**src/common/ctrl_defs.svh**
```systemverilog
`ifndef CTRL_DEFS_SVH
`define CTRL_DEFS_SVH

// widths
`define INSTR_W   32
`define OPCODE_W  6
`define FUNCT_W   6
`define ALUOP_W   4
`define PCSEL_W   2

// rt field sits in bits 20:16
`define RT_LSB    16
`define RT_W      5

// opcodes, bits 31:26
`define OP_RTYPE  6'b000000
`define OP_REGIMM 6'b000001
`define OP_J      6'b000010
`define OP_JAL    6'b000011
`define OP_BEQ    6'b000100
`define OP_BNE    6'b000101
`define OP_BLEZ   6'b000110
`define OP_BGTZ   6'b000111
`define OP_ADDI   6'b001000
`define OP_SLTI   6'b001010
`define OP_ANDI   6'b001100
`define OP_ORI    6'b001101
`define OP_XORI   6'b001110
`define OP_MUL    6'b011100
`define OP_LB     6'b100000
`define OP_LH     6'b100001
`define OP_LW     6'b100011
`define OP_SB     6'b101000
`define OP_SH     6'b101001
`define OP_SW     6'b101011

// r-type function codes, bits 5:0
`define FN_SLL    6'b000000
`define FN_SRL    6'b000010
`define FN_JR     6'b001000
`define FN_ADD    6'b100000
`define FN_SUB    6'b100010
`define FN_AND    6'b100100
`define FN_OR     6'b100101
`define FN_XOR    6'b100110
`define FN_NOR    6'b100111
`define FN_SLT    6'b101010

// rt codes under REGIMM
`define RT_BLTZ   5'd0
`define RT_BGEZ   5'd1

`endif

```
**src/common/ctrlPkg.sv**
```systemverilog
package ctrlPkg;

  typedef logic [31:0] instrT;
  typedef logic [5:0]  opcodeT;
  typedef logic [5:0]  functT;
  typedef logic [3:0]  aluOpT;
  typedef logic [1:0]  pcSelT;
  typedef logic [1:0]  accessSizeT;
  typedef logic [1:0]  flowClassT;

  // alu operation codes
  localparam aluOpT aluAnd  = 4'd0;
  localparam aluOpT aluAdd  = 4'd1;
  localparam aluOpT aluSub  = 4'd2;
  localparam aluOpT aluSlt  = 4'd3;
  localparam aluOpT aluSll  = 4'd4;
  localparam aluOpT aluMul  = 4'd5;
  localparam aluOpT aluBeq  = 4'd6;
  localparam aluOpT aluBne  = 4'd7;
  localparam aluOpT aluBltz = 4'd8;
  localparam aluOpT aluBgez = 4'd9;
  localparam aluOpT aluOr   = 4'd10;
  localparam aluOpT aluNor  = 4'd11;
  localparam aluOpT aluXor  = 4'd12;
  localparam aluOpT aluSrl  = 4'd13;
  localparam aluOpT aluBlez = 4'd14;
  localparam aluOpT aluBgtz = 4'd15;

  // program counter select
  localparam pcSelT pcSeq    = 2'd0;
  localparam pcSelT pcBranch = 2'd1;
  localparam pcSelT pcReg    = 2'd2; // jr
  localparam pcSelT pcJump   = 2'd3;

  localparam accessSizeT sizeByte = 2'd0;
  localparam accessSizeT sizeHalf = 2'd1;
  localparam accessSizeT sizeWord = 2'd2;

  // decoder to resolver
  localparam flowClassT flowSeq  = 2'd0;
  localparam flowClassT flowCond = 2'd1;
  localparam flowClassT flowReg  = 2'd2;
  localparam flowClassT flowJump = 2'd3;

endpackage

```
**src/controller/instrDecoder.sv**
```systemverilog
`include "ctrl_defs.svh"

module instrDecoder import ctrlPkg::*; (
  input  instrT      instr,
  output logic       regDst,
  output aluOpT      aluOp,
  output logic       aluSrc,
  output logic       regWrite,
  output logic       memWrite,
  output logic       memRead,
  output logic       memToReg,
  output logic       jump,
  output logic       jalMux,
  output accessSizeT accessSize,
  output flowClassT  flowClass
);

  opcodeT           opcode;
  functT            funct;
  logic [`RT_W-1:0] rt;
  aluOpT            rAluOp;   // alu code of an r-type function
  logic             rKnown;
  aluOpT            immAluOp; // alu code of an immediate op
  accessSizeT       memSize;

  assign opcode = instr[`INSTR_W-1 -: `OPCODE_W];
  assign funct  = instr[`FUNCT_W-1:0];
  assign rt     = instr[`RT_LSB +: `RT_W];

  // r-type function table, jr is handled in the main table
  always_comb begin
    rKnown = 1'b1;
    case (funct)
      `FN_AND: rAluOp = aluAnd;
      `FN_ADD: rAluOp = aluAdd;
      `FN_SUB: rAluOp = aluSub;
      `FN_SLT: rAluOp = aluSlt;
      `FN_SLL: rAluOp = aluSll;
      `FN_SRL: rAluOp = aluSrl;
      `FN_OR:  rAluOp = aluOr;
      `FN_NOR: rAluOp = aluNor;
      `FN_XOR: rAluOp = aluXor;
      default: begin
        rAluOp = aluAnd;
        rKnown = 1'b0;
      end
    endcase
  end

  // immediate alu code and memory access size, both keyed on opcode
  always_comb begin
    case (opcode)
      `OP_ADDI: immAluOp = aluAdd;
      `OP_SLTI: immAluOp = aluSlt;
      `OP_ORI:  immAluOp = aluOr;
      `OP_XORI: immAluOp = aluXor;
      default:  immAluOp = aluAnd; // andi
    endcase
    case (opcode)
      `OP_LB, `OP_SB: memSize = sizeByte;
      `OP_LH, `OP_SH: memSize = sizeHalf;
      default:        memSize = sizeWord;
    endcase
  end

  always_comb begin
    // start from the no-op word
    regDst     = 1'b0;
    aluOp      = aluAnd;
    aluSrc     = 1'b0;
    regWrite   = 1'b0;
    memWrite   = 1'b0;
    memRead    = 1'b0;
    memToReg   = 1'b0;
    jump       = 1'b0;
    jalMux     = 1'b1;
    accessSize = sizeWord;
    flowClass  = flowSeq;
    case (opcode)
      `OP_RTYPE: begin
        if (funct == `FN_JR) begin
          regDst    = 1'b1;
          memToReg  = 1'b1;
          flowClass = flowReg;
        end else if (rKnown) begin
          regDst   = 1'b1;
          regWrite = 1'b1;
          memToReg = 1'b1;
          aluOp    = rAluOp;
        end
      end
      `OP_MUL: begin
        regDst   = 1'b1;
        regWrite = 1'b1;
        memToReg = 1'b1;
        aluOp    = aluMul;
      end
      `OP_REGIMM: begin
        case (rt)
          `RT_BLTZ: begin
            aluOp     = aluBltz;
            flowClass = flowCond;
          end
          `RT_BGEZ: begin
            aluOp     = aluBgez;
            flowClass = flowCond;
          end
          default: jalMux = 1'b0; // unknown rt
        endcase
      end
      `OP_BEQ: begin
        aluOp     = aluBeq;
        flowClass = flowCond;
      end
      `OP_BNE: begin
        aluOp     = aluBne;
        flowClass = flowCond;
      end
      `OP_BLEZ: begin
        aluOp     = aluBlez;
        flowClass = flowCond;
      end
      `OP_BGTZ: begin
        aluOp     = aluBgtz;
        flowClass = flowCond;
      end
      `OP_ADDI, `OP_SLTI, `OP_ANDI, `OP_ORI, `OP_XORI: begin
        regWrite = 1'b1;
        aluSrc   = 1'b1;
        memToReg = 1'b1;
        aluOp    = immAluOp;
      end
      `OP_LB, `OP_LH, `OP_LW: begin
        regWrite   = 1'b1;
        aluSrc     = 1'b1;
        memRead    = 1'b1;
        aluOp      = aluAdd; // address add
        accessSize = memSize;
      end
      `OP_SB, `OP_SH, `OP_SW: begin
        aluSrc     = 1'b1;
        memWrite   = 1'b1;
        aluOp      = aluAdd;
        accessSize = memSize;
      end
      `OP_J: begin
        jump      = 1'b1;
        flowClass = flowJump;
      end
      `OP_JAL: begin
        jump   = 1'b1;
        jalMux = 1'b0; // pc select stays sequential for jal
      end
      default: jalMux = 1'b0;
    endcase
  end

endmodule

```
**src/controller/branchResolver.sv**
```systemverilog
module branchResolver import ctrlPkg::*; (
  input  flowClassT flowClass,
  input  logic      comparator,
  output logic      branchTaken,
  output pcSelT     pcSrc
);

  // comparator result belongs to the instruction being decoded
  always_comb begin
    branchTaken = 1'b0;
    pcSrc       = pcSeq;
    case (flowClass)
      flowCond: begin
        branchTaken = comparator;
        if (comparator) begin
          pcSrc = pcBranch;
        end else begin
          pcSrc = pcSeq; // not taken, fall through
        end
      end
      flowReg:  pcSrc = pcReg;
      flowJump: pcSrc = pcJump;
      default:  pcSrc = pcSeq;
    endcase
  end

endmodule

```
**src/controller/ctrlStageReg.sv**
```systemverilog
module ctrlStageReg import ctrlPkg::*; (
  input  logic       clk,
  input  logic       rst,
  input  logic       instrValid,
  input  logic       decRegDst,
  input  aluOpT      decAluOp,
  input  logic       decAluSrc,
  input  logic       decBranchTaken,
  input  logic       decRegWrite,
  input  logic       decMemWrite,
  input  logic       decMemRead,
  input  pcSelT      decPcSrc,
  input  logic       decMemToReg,
  input  logic       decJump,
  input  logic       decJalMux,
  input  accessSizeT decAccessSize,
  output logic       ctrlValid,
  output logic       regDst,
  output aluOpT      aluOp,
  output logic       aluSrc,
  output logic       branchTaken,
  output logic       regWrite,
  output logic       memWrite,
  output logic       memRead,
  output pcSelT      pcSrc,
  output logic       memToReg,
  output logic       jump,
  output logic       jalMux,
  output accessSizeT accessSize
);

  always_ff @(posedge clk) begin
    if (rst || !instrValid) begin
      // bubble, load the no-op word
      ctrlValid   <= 1'b0;
      regDst      <= 1'b0;
      aluOp       <= aluAnd;
      aluSrc      <= 1'b0;
      branchTaken <= 1'b0;
      regWrite    <= 1'b0;
      memWrite    <= 1'b0;
      memRead     <= 1'b0;
      pcSrc       <= pcSeq;
      memToReg    <= 1'b0;
      jump        <= 1'b0;
      jalMux      <= 1'b1;
      accessSize  <= sizeWord;
    end else begin
      ctrlValid   <= 1'b1;
      regDst      <= decRegDst;
      aluOp       <= decAluOp;
      aluSrc      <= decAluSrc;
      branchTaken <= decBranchTaken;
      regWrite    <= decRegWrite;
      memWrite    <= decMemWrite;
      memRead     <= decMemRead;
      pcSrc       <= decPcSrc;
      memToReg    <= decMemToReg;
      jump        <= decJump;
      jalMux      <= decJalMux;
      accessSize  <= decAccessSize;
    end
  end

endmodule

```
**src/controller/controller.sv**
```systemverilog
module controller import ctrlPkg::*; (
  input  logic       clk,
  input  logic       rst,
  input  instrT      instr,
  input  logic       instrValid,
  input  logic       comparator,
  output logic       ctrlValid,
  output logic       regDst,
  output aluOpT      aluOp,
  output logic       aluSrc,
  output logic       branchTaken,
  output logic       regWrite,
  output logic       memWrite,
  output logic       memRead,
  output pcSelT      pcSrc,
  output logic       memToReg,
  output logic       jump,
  output logic       jalMux,
  output accessSizeT accessSize
);

  // decode stage outputs, before the pipeline register
  logic       decRegDst;
  aluOpT      decAluOp;
  logic       decAluSrc;
  logic       decRegWrite;
  logic       decMemWrite;
  logic       decMemRead;
  logic       decMemToReg;
  logic       decJump;
  logic       decJalMux;
  accessSizeT decAccessSize;
  flowClassT  decFlowClass;
  logic       decBranchTaken;
  pcSelT      decPcSrc;

  instrDecoder u_decoder (
    .instr      (instr),
    .regDst     (decRegDst),
    .aluOp      (decAluOp),
    .aluSrc     (decAluSrc),
    .regWrite   (decRegWrite),
    .memWrite   (decMemWrite),
    .memRead    (decMemRead),
    .memToReg   (decMemToReg),
    .jump       (decJump),
    .jalMux     (decJalMux),
    .accessSize (decAccessSize),
    .flowClass  (decFlowClass)
  );

  branchResolver u_resolver (
    .flowClass   (decFlowClass),
    .comparator  (comparator),  // same cycle as instr
    .branchTaken (decBranchTaken),
    .pcSrc       (decPcSrc)
  );

  ctrlStageReg u_stageReg (
    .clk            (clk),
    .rst            (rst),
    .instrValid     (instrValid),
    .decRegDst      (decRegDst),
    .decAluOp       (decAluOp),
    .decAluSrc      (decAluSrc),
    .decBranchTaken (decBranchTaken),
    .decRegWrite    (decRegWrite),
    .decMemWrite    (decMemWrite),
    .decMemRead     (decMemRead),
    .decPcSrc       (decPcSrc),
    .decMemToReg    (decMemToReg),
    .decJump        (decJump),
    .decJalMux      (decJalMux),
    .decAccessSize  (decAccessSize),
    .ctrlValid      (ctrlValid),
    .regDst         (regDst),
    .aluOp          (aluOp),
    .aluSrc         (aluSrc),
    .branchTaken    (branchTaken),
    .regWrite       (regWrite),
    .memWrite       (memWrite),
    .memRead        (memRead),
    .pcSrc          (pcSrc),
    .memToReg       (memToReg),
    .jump           (jump),
    .jalMux         (jalMux),
    .accessSize     (accessSize)
  );

endmodule

```
**config.mk**
```make
export PLATFORM = sky130hd
export DESIGN_NAME = controller
export DESIGN_NICKNAME = d
export VERILOG_FILES = /design/src/common/ctrlPkg.sv /design/src/controller/instrDecoder.sv /design/src/controller/branchResolver.sv /design/src/controller/ctrlStageReg.sv /design/src/controller/controller.sv
export VERILOG_INCLUDE_DIRS = /design/src /design/src/common
export SDC_FILE = /design/constraint.sdc
export NUM_CORES = 1
export LEC_CHECK = 0
export BUFFER_PORTS_ARGS = -buffer_cell sky130_fd_sc_hd__buf_2
export CAP_MARGIN = 20
export CORE_MARGIN = 2
export CORE_UTILIZATION = 25
export DETAILED_ROUTE_END_ITERATION = 8
export HOLD_SLACK_MARGIN = 0.02
export PLACE_DENSITY = 0.56
export SLEW_MARGIN = 10
export SYNTH_ARGS = -nofsm -noshare
export SYNTH_HDL_FRONTEND = slang
export SYNTH_SLANG_ARGS = --single-unit
```
**constraint.sdc**
```tcl
create_clock -name clk -period 2.4 [get_ports clk]
set_input_delay 0.48 -clock clk [delete_from_list [all_inputs] [get_ports clk]]
set_output_delay 0.48 -clock clk [all_outputs]
set_load 0.02 [all_outputs]
```
## Word level (Yosys, flattened, before mapping)

Index checks and enable logic that the tools add are counted.

- Register bits: 18
- Input port bits: 36
- Output and inout bits: 18
- Logic and storage cells: 94

- Eq/ne operators: 32
- Muxes and demuxes: 26
- Bitwise logic cells: 2
- Reduce and logical (&&, ||, !) cells: 21

Operator list:

| cell | count |
|---|---|
| == test 6 bit (second input constant) | 13 |
| == test 6 x 4 -> 1 bit (second input constant) | 6 |
| case mux 4 bit (9 select lines) | 1 |
| case mux 4 bit (8 select lines) | 1 |
| == test 6 x 3 -> 1 bit (second input constant) | 4 |
| == test 6 x 2 -> 1 bit (second input constant) | 3 |
| OR reduction 18 bit | 1 |
| OR reduction 9 bit | 2 |
| case mux 4 bit (4 select lines) | 1 |
| logical NOT 6 bit | 2 |
| two-way mux 1 bit | 12 |
| OR reduction 2 bit | 6 |
| OR reduction 6 bit | 2 |
| OR reduction 11 bit | 1 |
| two-way mux 4 bit | 2 |
| case mux 1 bit (2 select lines) | 4 |
| case mux 2 bit (4 select lines) | 1 |
| case mux 4 bit (2 select lines) | 1 |
| == test 6 x 1 -> 1 bit (second input constant) | 1 |
| == test 6 x 5 -> 1 bit (second input constant) | 1 |
| case mux 2 bit (3 select lines) | 1 |
| OR reduction 3 bit | 2 |
| == test 5 x 1 -> 1 bit (second input constant) | 1 |
| logical NOT 5 bit | 1 |
| other kinds (9) | 11 |

## Depth between registers and ports, before layout

Gate-level depths: netlist of run 1.

- Depth after elaboration: 7
- Mapped depth: 6
- Mapped depth without buffers: 5

## Hierarchy

From an unflattened synthesis of run 1, not the netlist that was laid out.

- Cells, all modules: 132
- Area, all modules: 1097.3 um2

Modules (own cells, without submodules):

| module | times used | cells an instance | area an instance (um2) | sequential area each (um2) |
|---|---|---|---|---|
| instrDecoder | 1 | 91 | 549.3 | 0.0 |
| ctrlStageReg | 1 | 38 | 528.0 | 360.3 |
| branchResolver | 1 | 3 | 20.0 | 0.0 |

## Least setup slack after synthesis of run 1

OpenSTA, ideal clock, no wires.

- Path type: input to register
- Start: input port rst
- End: register u_stageReg.accessSize[1]
- Library setup time: 0.123 ns
- Arrival time: 1.403 ns
- Data required time: 2.277 ns
- Setup slack: 0.874 ns
- Stages on the path: 4
- Path buffers: 1
- Cells stage by stage: nand2b_1 > clkbuf_1 > or3_4 > or2_2

- Longest elaborated chain between the ends: 2

RTL lines:

| item | RTL line | source |
|---|---|---|
| from (decl) | controller.sv:3 | `input logic rst,` |
| logical OR 1 bit | ctrlStageReg.sv:33 | `if (rst \|\| !instrValid) begin` |
| OR reduction 2 bit (no line) | -- |  |
| to (signal assigned) | ctrlStageReg.sv:47 | `accessSize <= sizeWord;` |
| to (signal assigned) | ctrlStageReg.sv:61 | `accessSize <= decAccessSize;` |
| to (decl) | ctrlStageReg.sv:29 | `output accessSizeT accessSize` |

No other way between the ends.
A chain may end at the register's enable or synchronous reset.

## Final worst setup path of run 1

- Start: input port instr[17]
- End: register u_stageReg.aluOp[0]

- Longest elaborated chain between the ends: 3
- Elaborated cells on any way between the ends: 4
- Classes of those cells: 1 x eq/ne; 2 x mux; 1 x reduce/logical

RTL lines:

| item | RTL line | source |
|---|---|---|
| from (decl) | controller.sv:4 | `input instrT instr,` |
| == test 5 x 1 -> 1 bit / logical NOT 5 bit (equally long branches) | instrDecoder.sv:99 | `case (rt)` |
| case mux 4 bit (2 select lines) * | instrDecoder.sv:99 |  |
| case mux 4 bit (9 select lines) * | instrDecoder.sv:79 | `case (opcode)` |
| to (signal assigned) | ctrlStageReg.sv:37 | `aluOp <= aluAnd;` |
| to (signal assigned) | ctrlStageReg.sv:51 | `aluOp <= decAluOp;` |
| to (decl) | ctrlStageReg.sv:19 | `output aluOpT aluOp,` |

Every way passes the cells marked *; elsewhere a longest branch is shown, timed or not.

==> flow_summary.ini, run 1 <==
[floorplanning]
die_y_um = 69.2
ioPinCount = 54
core_um2 = 4060
dieArea_um2 = 4790
rows = 23
initial_core_util = 0.262
die_x_um = 69.2

[worst_setup_path]
crit_chain = buf_2 > or4_1 > nor2_2 > nand3_1 > a41oi_2
worstSetupPathType = input pin to register
cp-end-kind = register
cp.depth = 5
crit_fanout = 4
cpPeakStageDelay_ns = 0.53
crit_path_top_delay_cell = or4_1
cp.arrival_ns = 1.64
path_delay_family = simple AND/OR/NAND/NOR gates
crit_buf_inv = 1
critPathLaunchType = input pin
required_ns = 2.58

[logic_synthesis]
synth_area_leaders = dfxtp_1 (34%), nor2_1 (4.9%), a21oi_1 (4.2%)
yosys_warnings = 0
netlist_area_um2 = 1060
ys_seq_area_frac = 0.339
synth_edf_count = 0
synth.distinct_cells = 45
netlist.area_leader.share = 0.339
syn_inst = 130
syn_area_per_cell_um2 = 8.17
synth_flop_cell = dfxtp_1
synth_nets = 166
yosys.area.top_type = dfxtp_1
synth.ff_latch_count = 18
ys_async_sr_fraction = 0

[power]
power_density_nw_per_um2 = 477
clkPwrFrac = 0.326
switching_share = 0.259
power_switching_mw = 0.161
power.total_mw = 0.621
p_seq_frac = 0.490
internal_power_mw = 0.460
ir_drop_mv = 0.173
power.leakage_nw = 0.541
combPwrFrac = 0.184

[route]
drt_iter0_markers = 41
antenna_left = 0
drcViolationCount = 0
via_per_inst = 4.73
drtPass1Iterations = 4
routed_wirelength_mm = 2.54
vias = 1002
drt-wirelength-per-cell_um = 12.0

[clock_network]
cts_max_path_buffers = 2
cts_tree = yes
hold_buffers = 0
post_cts_resized = 0
clkSinkCount = 18
clkTransAtPathRegs_ns = 0.06
postCtsSetupBuffers = 0
htree_levels = 1
numCtsBuffers = 3
root_buffer = clkbuf_8

[global_routing]
grt_max_degree = 17
grt_pass1_vias = 888
grt_overflow = 0
grtUsageTotal = 0.110
grt_antenna_before_repair = 0
grt_pass1_wl_mm = 4.36

[timing]
slew_viol_final = 0
hold_viol = 0
fin_setup_tns_ns = 0
period_share = 0.609
slew_headroom = 0.776
worstMarginPinSlew_ns = 0.332
timing.final.ws_setup_ns = 0.939
final.min_clock_period_ns = 1.46
max_freq_mhz = 684
rsz0062_at_grt = no
setup_violations = 0

[layout]
final_nets = 200
drive_above_1_share = 0.327
final_area_um2 = 1300
diodes = 0
syn2layout_area_growth_pct = 22.4
nFillCells = 447

[placed_design]
post-dp-hpwl_mm = 1.96
dp_slack_ns = 0.672
numPortBuffers = 38
routabilityCongestion = 0.822
place_area_um2 = 1260

[min_path]
hp-class = input pin to register
hold_path_depth = 2

[outcome]
status = finished, final reports clean

[job]
maxCapViolCount = 0
## cells in the final DEF (no fill, tap or decap), types with 2 or more instances in the layout
master,n
o21ai_0,8
nor2b_1,4
nor3b_1,3
a21oi_1,9
nor3_1,6
clkbuf_8,3
inv_1,3
o21bai_1,2
a22o_1,2
dfxtp_1,18
and3_1,2
nand3b_1,2
buf_2,38
xnor2_1,3
nor2_2,2
nand2_1,11
nand2b_1,7
nor2_1,14
## cell usage after synthesis (2+ instances only)
cell and n:
buf_2 3, o21ai_0 8, nor2_1 14, inv_1 3, nor3b_1 3, xnor2_1 3, nand2_1 11, dfxtp_1 18
nor3_1 6, nor2_2 2, o21bai_1 2, clkbuf_1 3, nand2b_1 7, nand3b_1 2, nor2b_1 4, a21oi_1 9
a22o_1 2, and3_1 2, buf_6 2
## power by group through the flow
stage / Clock, mW / Sequential, mW / Combinational (mW)
final: 0.202 / 0.304 / 0.114
after global routing: 0.223 / 0.304 / 0.128
after CTS: 0.207 / 0.304 / 0.115
after detailed placement: 0 / 0.311 / 0.114
after global placement: 0 / 0.311 / 0.114
after floorplan: 0 / 0.317 / 0.0739
## metal layers
layer,track usage,up-vias,wire length [µm]
met2,0.163,27,1170
met3,0.00872,4,103
li1,-,522,-
met1,0.164,449,1230
met4,0.0458,0,39
met5,0,-,0
## worst paths after layout
path / startpoint / end / slack, ns
worst min-delay path: comparator / u_stageReg.branchTaken$_SDFF_PP0_ / 0.49
worst max-delay path: instr[17] / u_stageReg.aluOp[0]$_SDFF_PN0_ / 0.94
## cell type report
class | count | area [µm²] | share of cell area
inverters | 3 | 11.3 | 0.00866
repair buffers | 38 | 190 | 0.146
flip-flops and latches | 18 | 360 | 0.277
well taps | 50 | 62.6 | 0.0481
multi-input cells | 100 | 634 | 0.488
clock buffers | 3 | 41.3 | 0.0318
## sequential cells by signal (all words and copies together) (netlist names)
| name | count |
|---|---|
| u_stageReg.accessSize | 2 |
| u_stageReg.aluOp | 4 |
| u_stageReg.aluSrc | 1 |
| u_stageReg.branchTaken | 1 |
| u_stageReg.ctrlValid | 1 |
| u_stageReg.jalMux | 1 |
| u_stageReg.jump | 1 |
| u_stageReg.memRead | 1 |
| u_stageReg.memToReg | 1 |
| u_stageReg.memWrite | 1 |
| u_stageReg.pcSrc | 2 |
| u_stageReg.regDst | 1 |
| u_stageReg.regWrite | 1 |
## kinds of logic (layout without fill, tap and decap cells)
family	count (synthesis)	count (layout)	share of synthesized area
AOI/OAI and AO/OA	32	32	0.210
DFF	18	18	0.339
xor gates and xnor gates	3	3	0.0247
and+or+nand+nor	65	65	0.363
buffers and inverters	12	44	0.0636
## stage by stage
step	util	std cells	hold WS (ns)
finish	0.320	212	0.491
global route	0.320	212	0.500
CTS	0.320	212	0.491
detailed placement	0.310	209	0.757
global placement	0.310	209	0.766
floorplan	-	130	0.632
Note: power is estimated with default switching activity, not from simulation.
==> run 2: changes to the inputs <==
clock period = 1.46 ns   (was 2.4 ns; I/O delays follow)
==> flow_summary.ini, run 2 (synthesis results as in run 1) <==
[global_routing]
grt_max_degree = 15
grt_antenna_before_repair = 0
grt_overflow = 0
grtUsageTotal = 0.115
grt_pass1_vias = 999
grt_pass1_wl_mm = 4.52

[layout]
final_nets = 217
nFillCells = 432
top_regs = u_stageReg.aluOp: 4 flops, u_stageReg.accessSize: 2 flops, u_stageReg.pcSrc: 2 flops
diodes = 0
syn2layout_area_growth_pct = 36.9
drive_above_1_share = 0.394
largest_register_ffs = 4
top_register = u_stageReg.aluOp
layout_common_cells = buf_2 (38), dfxtp_1 (18), buf_4 (16)
fin_cells = 230
fin_util = 0.358
final_common_cell = buf_2

[timing]
whs_ns = 0.309
setup_violations = 0
max_freq_mhz = 807
timing.final.ws_setup_ns = 0.220
worstMarginPinSlew_ns = 0.351
hold_viol = 0
slew_headroom = 0.763
final.min_clock_period_ns = 1.24
rsz0062_at_grt = no
slew_viol_final = 0
period_share = 0.849

[placed_design]
routabilityCongestion = 0.826
post-dp-hpwl_mm = 2.16
dp_slack_ns = -0.0461
numPortBuffers = 38
dp_cells = 226

[route]
antenna_left = 0
via_per_inst = 4.56
routed_wirelength_mm = 2.70
drtPass1Iterations = 4
drcViolationCount = 0
vias = 1049
drt_iter0_markers = 69
drt-wirelength-per-cell_um = 11.7

[power]
internal_power_mw = 0.841
power.leakage_nw = 0.634
switching_share = 0.252
power_switching_mw = 0.283
combPwrFrac = 0.200
p_seq_frac = 0.445
power.total_mw = 1.12
power_density_nw_per_um2 = 773
clkPwrFrac = 0.355
ir_drop_mv = 0.298

[clock_network]
numCtsBuffers = 3
clkTransAtPathRegs_ns = 0.07
clkSinkCount = 18
root_buffer = clkbuf_8
post_cts_resized = 0
htree_levels = 1
postCtsSetupBuffers = 0
cts_tree = yes
hold_buffers = 0
cts_max_path_buffers = 2

[worst_setup_path]
cp-end-kind = register
required_ns = 1.64
cpPeakStageDelay_ns = 0.53
worstSetupPathType = input pin to register
critPathLaunchType = input pin
crit_fanout = 3
crit_chain = buf_2 > or4_1 > nor2_2 > nand3_1 > a41oi_2
crit_path_top_delay_cell = or4_1
cp.arrival_ns = 1.42

[min_path]
min_to = u_stageReg.branchTaken$_SDFF_PP0_
hp-class = input pin to register
hold_path_depth = 2
hp-start = comparator

[floorplanning]
initial_core_util = 0.262
die_y_um = 69.2
dieArea_um2 = 4790
die_x_um = 69.2
rows = 23
core_um2 = 4060
ioPinCount = 54

[job]
maxCapViolCount = 0

[outcome]
status = finished, final reports clean
[run 2: cell count changes in the layout (fill, tap and decap cells not counted), sizes merged]
cell | before | now
clkbuf | 3 | 4
buf | 38 | 55
[run 2: area by class of cell]
cell class	instances	area [µm²]	share of cell area
inverter	3	11.3	0.00775
sequential	18	360	0.248
timing repair buffer	55	330	0.227
tap	50	62.6	0.0430
multi-input combinational	100	634	0.436
clock buffer	4	55.1	0.0379
[run 2: how the worst max path moves through the flow]
| stage | startpoint | to | slack (ns) | cells past startpoint |
|---|---|---|---|---|
| after detailed placement | instr[17] | u_stageReg.aluOp[0]$_SDFF_PN0_ | -0.05 | 5 |
| after floorplan | rst | u_stageReg.accessSize[1]$_SDFF_PP1_ | 0.12 | 4 |
| final | instr[17] | u_stageReg.aluOp[0]$_SDFF_PN0_ | 0.22 | 5 |
| after global placement | instr[17] | u_stageReg.aluOp[0]$_SDFF_PN0_ | -0.05 | 5 |
| after CTS | instr[17] | u_stageReg.aluOp[0]$_SDFF_PN0_ | 0.22 | 5 |
| after global routing | instr[2] | u_stageReg.aluOp[3]$_SDFF_PN0_ | 0.13 | 6 |
[run 2: metrics by stage]
stage | TNS (ns) | cell area (µm²)
detailed placement | -0.104 | 1400
CTS | 0 | 1450
global placement | -0.103 | 1400
floorplan | 0 | 1060
finish | 0 | 1450
global route | 0 | 1450
[run 2: per-layer routing]
layer / routed length (µm) / global-route usage / share of wire / vias up
met5: 0 / 0 / 0 / -
met4: 27 / 0.0523 / 0.010 / 0
met3: 84 / 0.0116 / 0.031 / 2
met2: 1280 / 0.185 / 0.47 / 22
met1: 1310 / 0.156 / 0.48 / 464
li1: - / - / - / 561
[run 2: power by group through the flow]
stage | clock network [mW] | logic (mW) | registers (mW)
after floorplan | 0 | 0.121 | 0.521
after global placement | 0 | 0.224 | 0.511
after detailed placement | 0 | 0.224 | 0.511
after CTS | 0.416 | 0.224 | 0.500
after global routing | 0.437 | 0.248 | 0.500
final | 0.399 | 0.225 | 0.500
[run 2: critical path: cells and delay by family]
| kind | cells | cell delay (ns) |
|---|---|---|
| AOI/OAI and AO/OA | 1 | 0.20 |
| buffers and inverters | 1 | 0.09 |
| and+or+nand+nor | 3 | 0.84 |
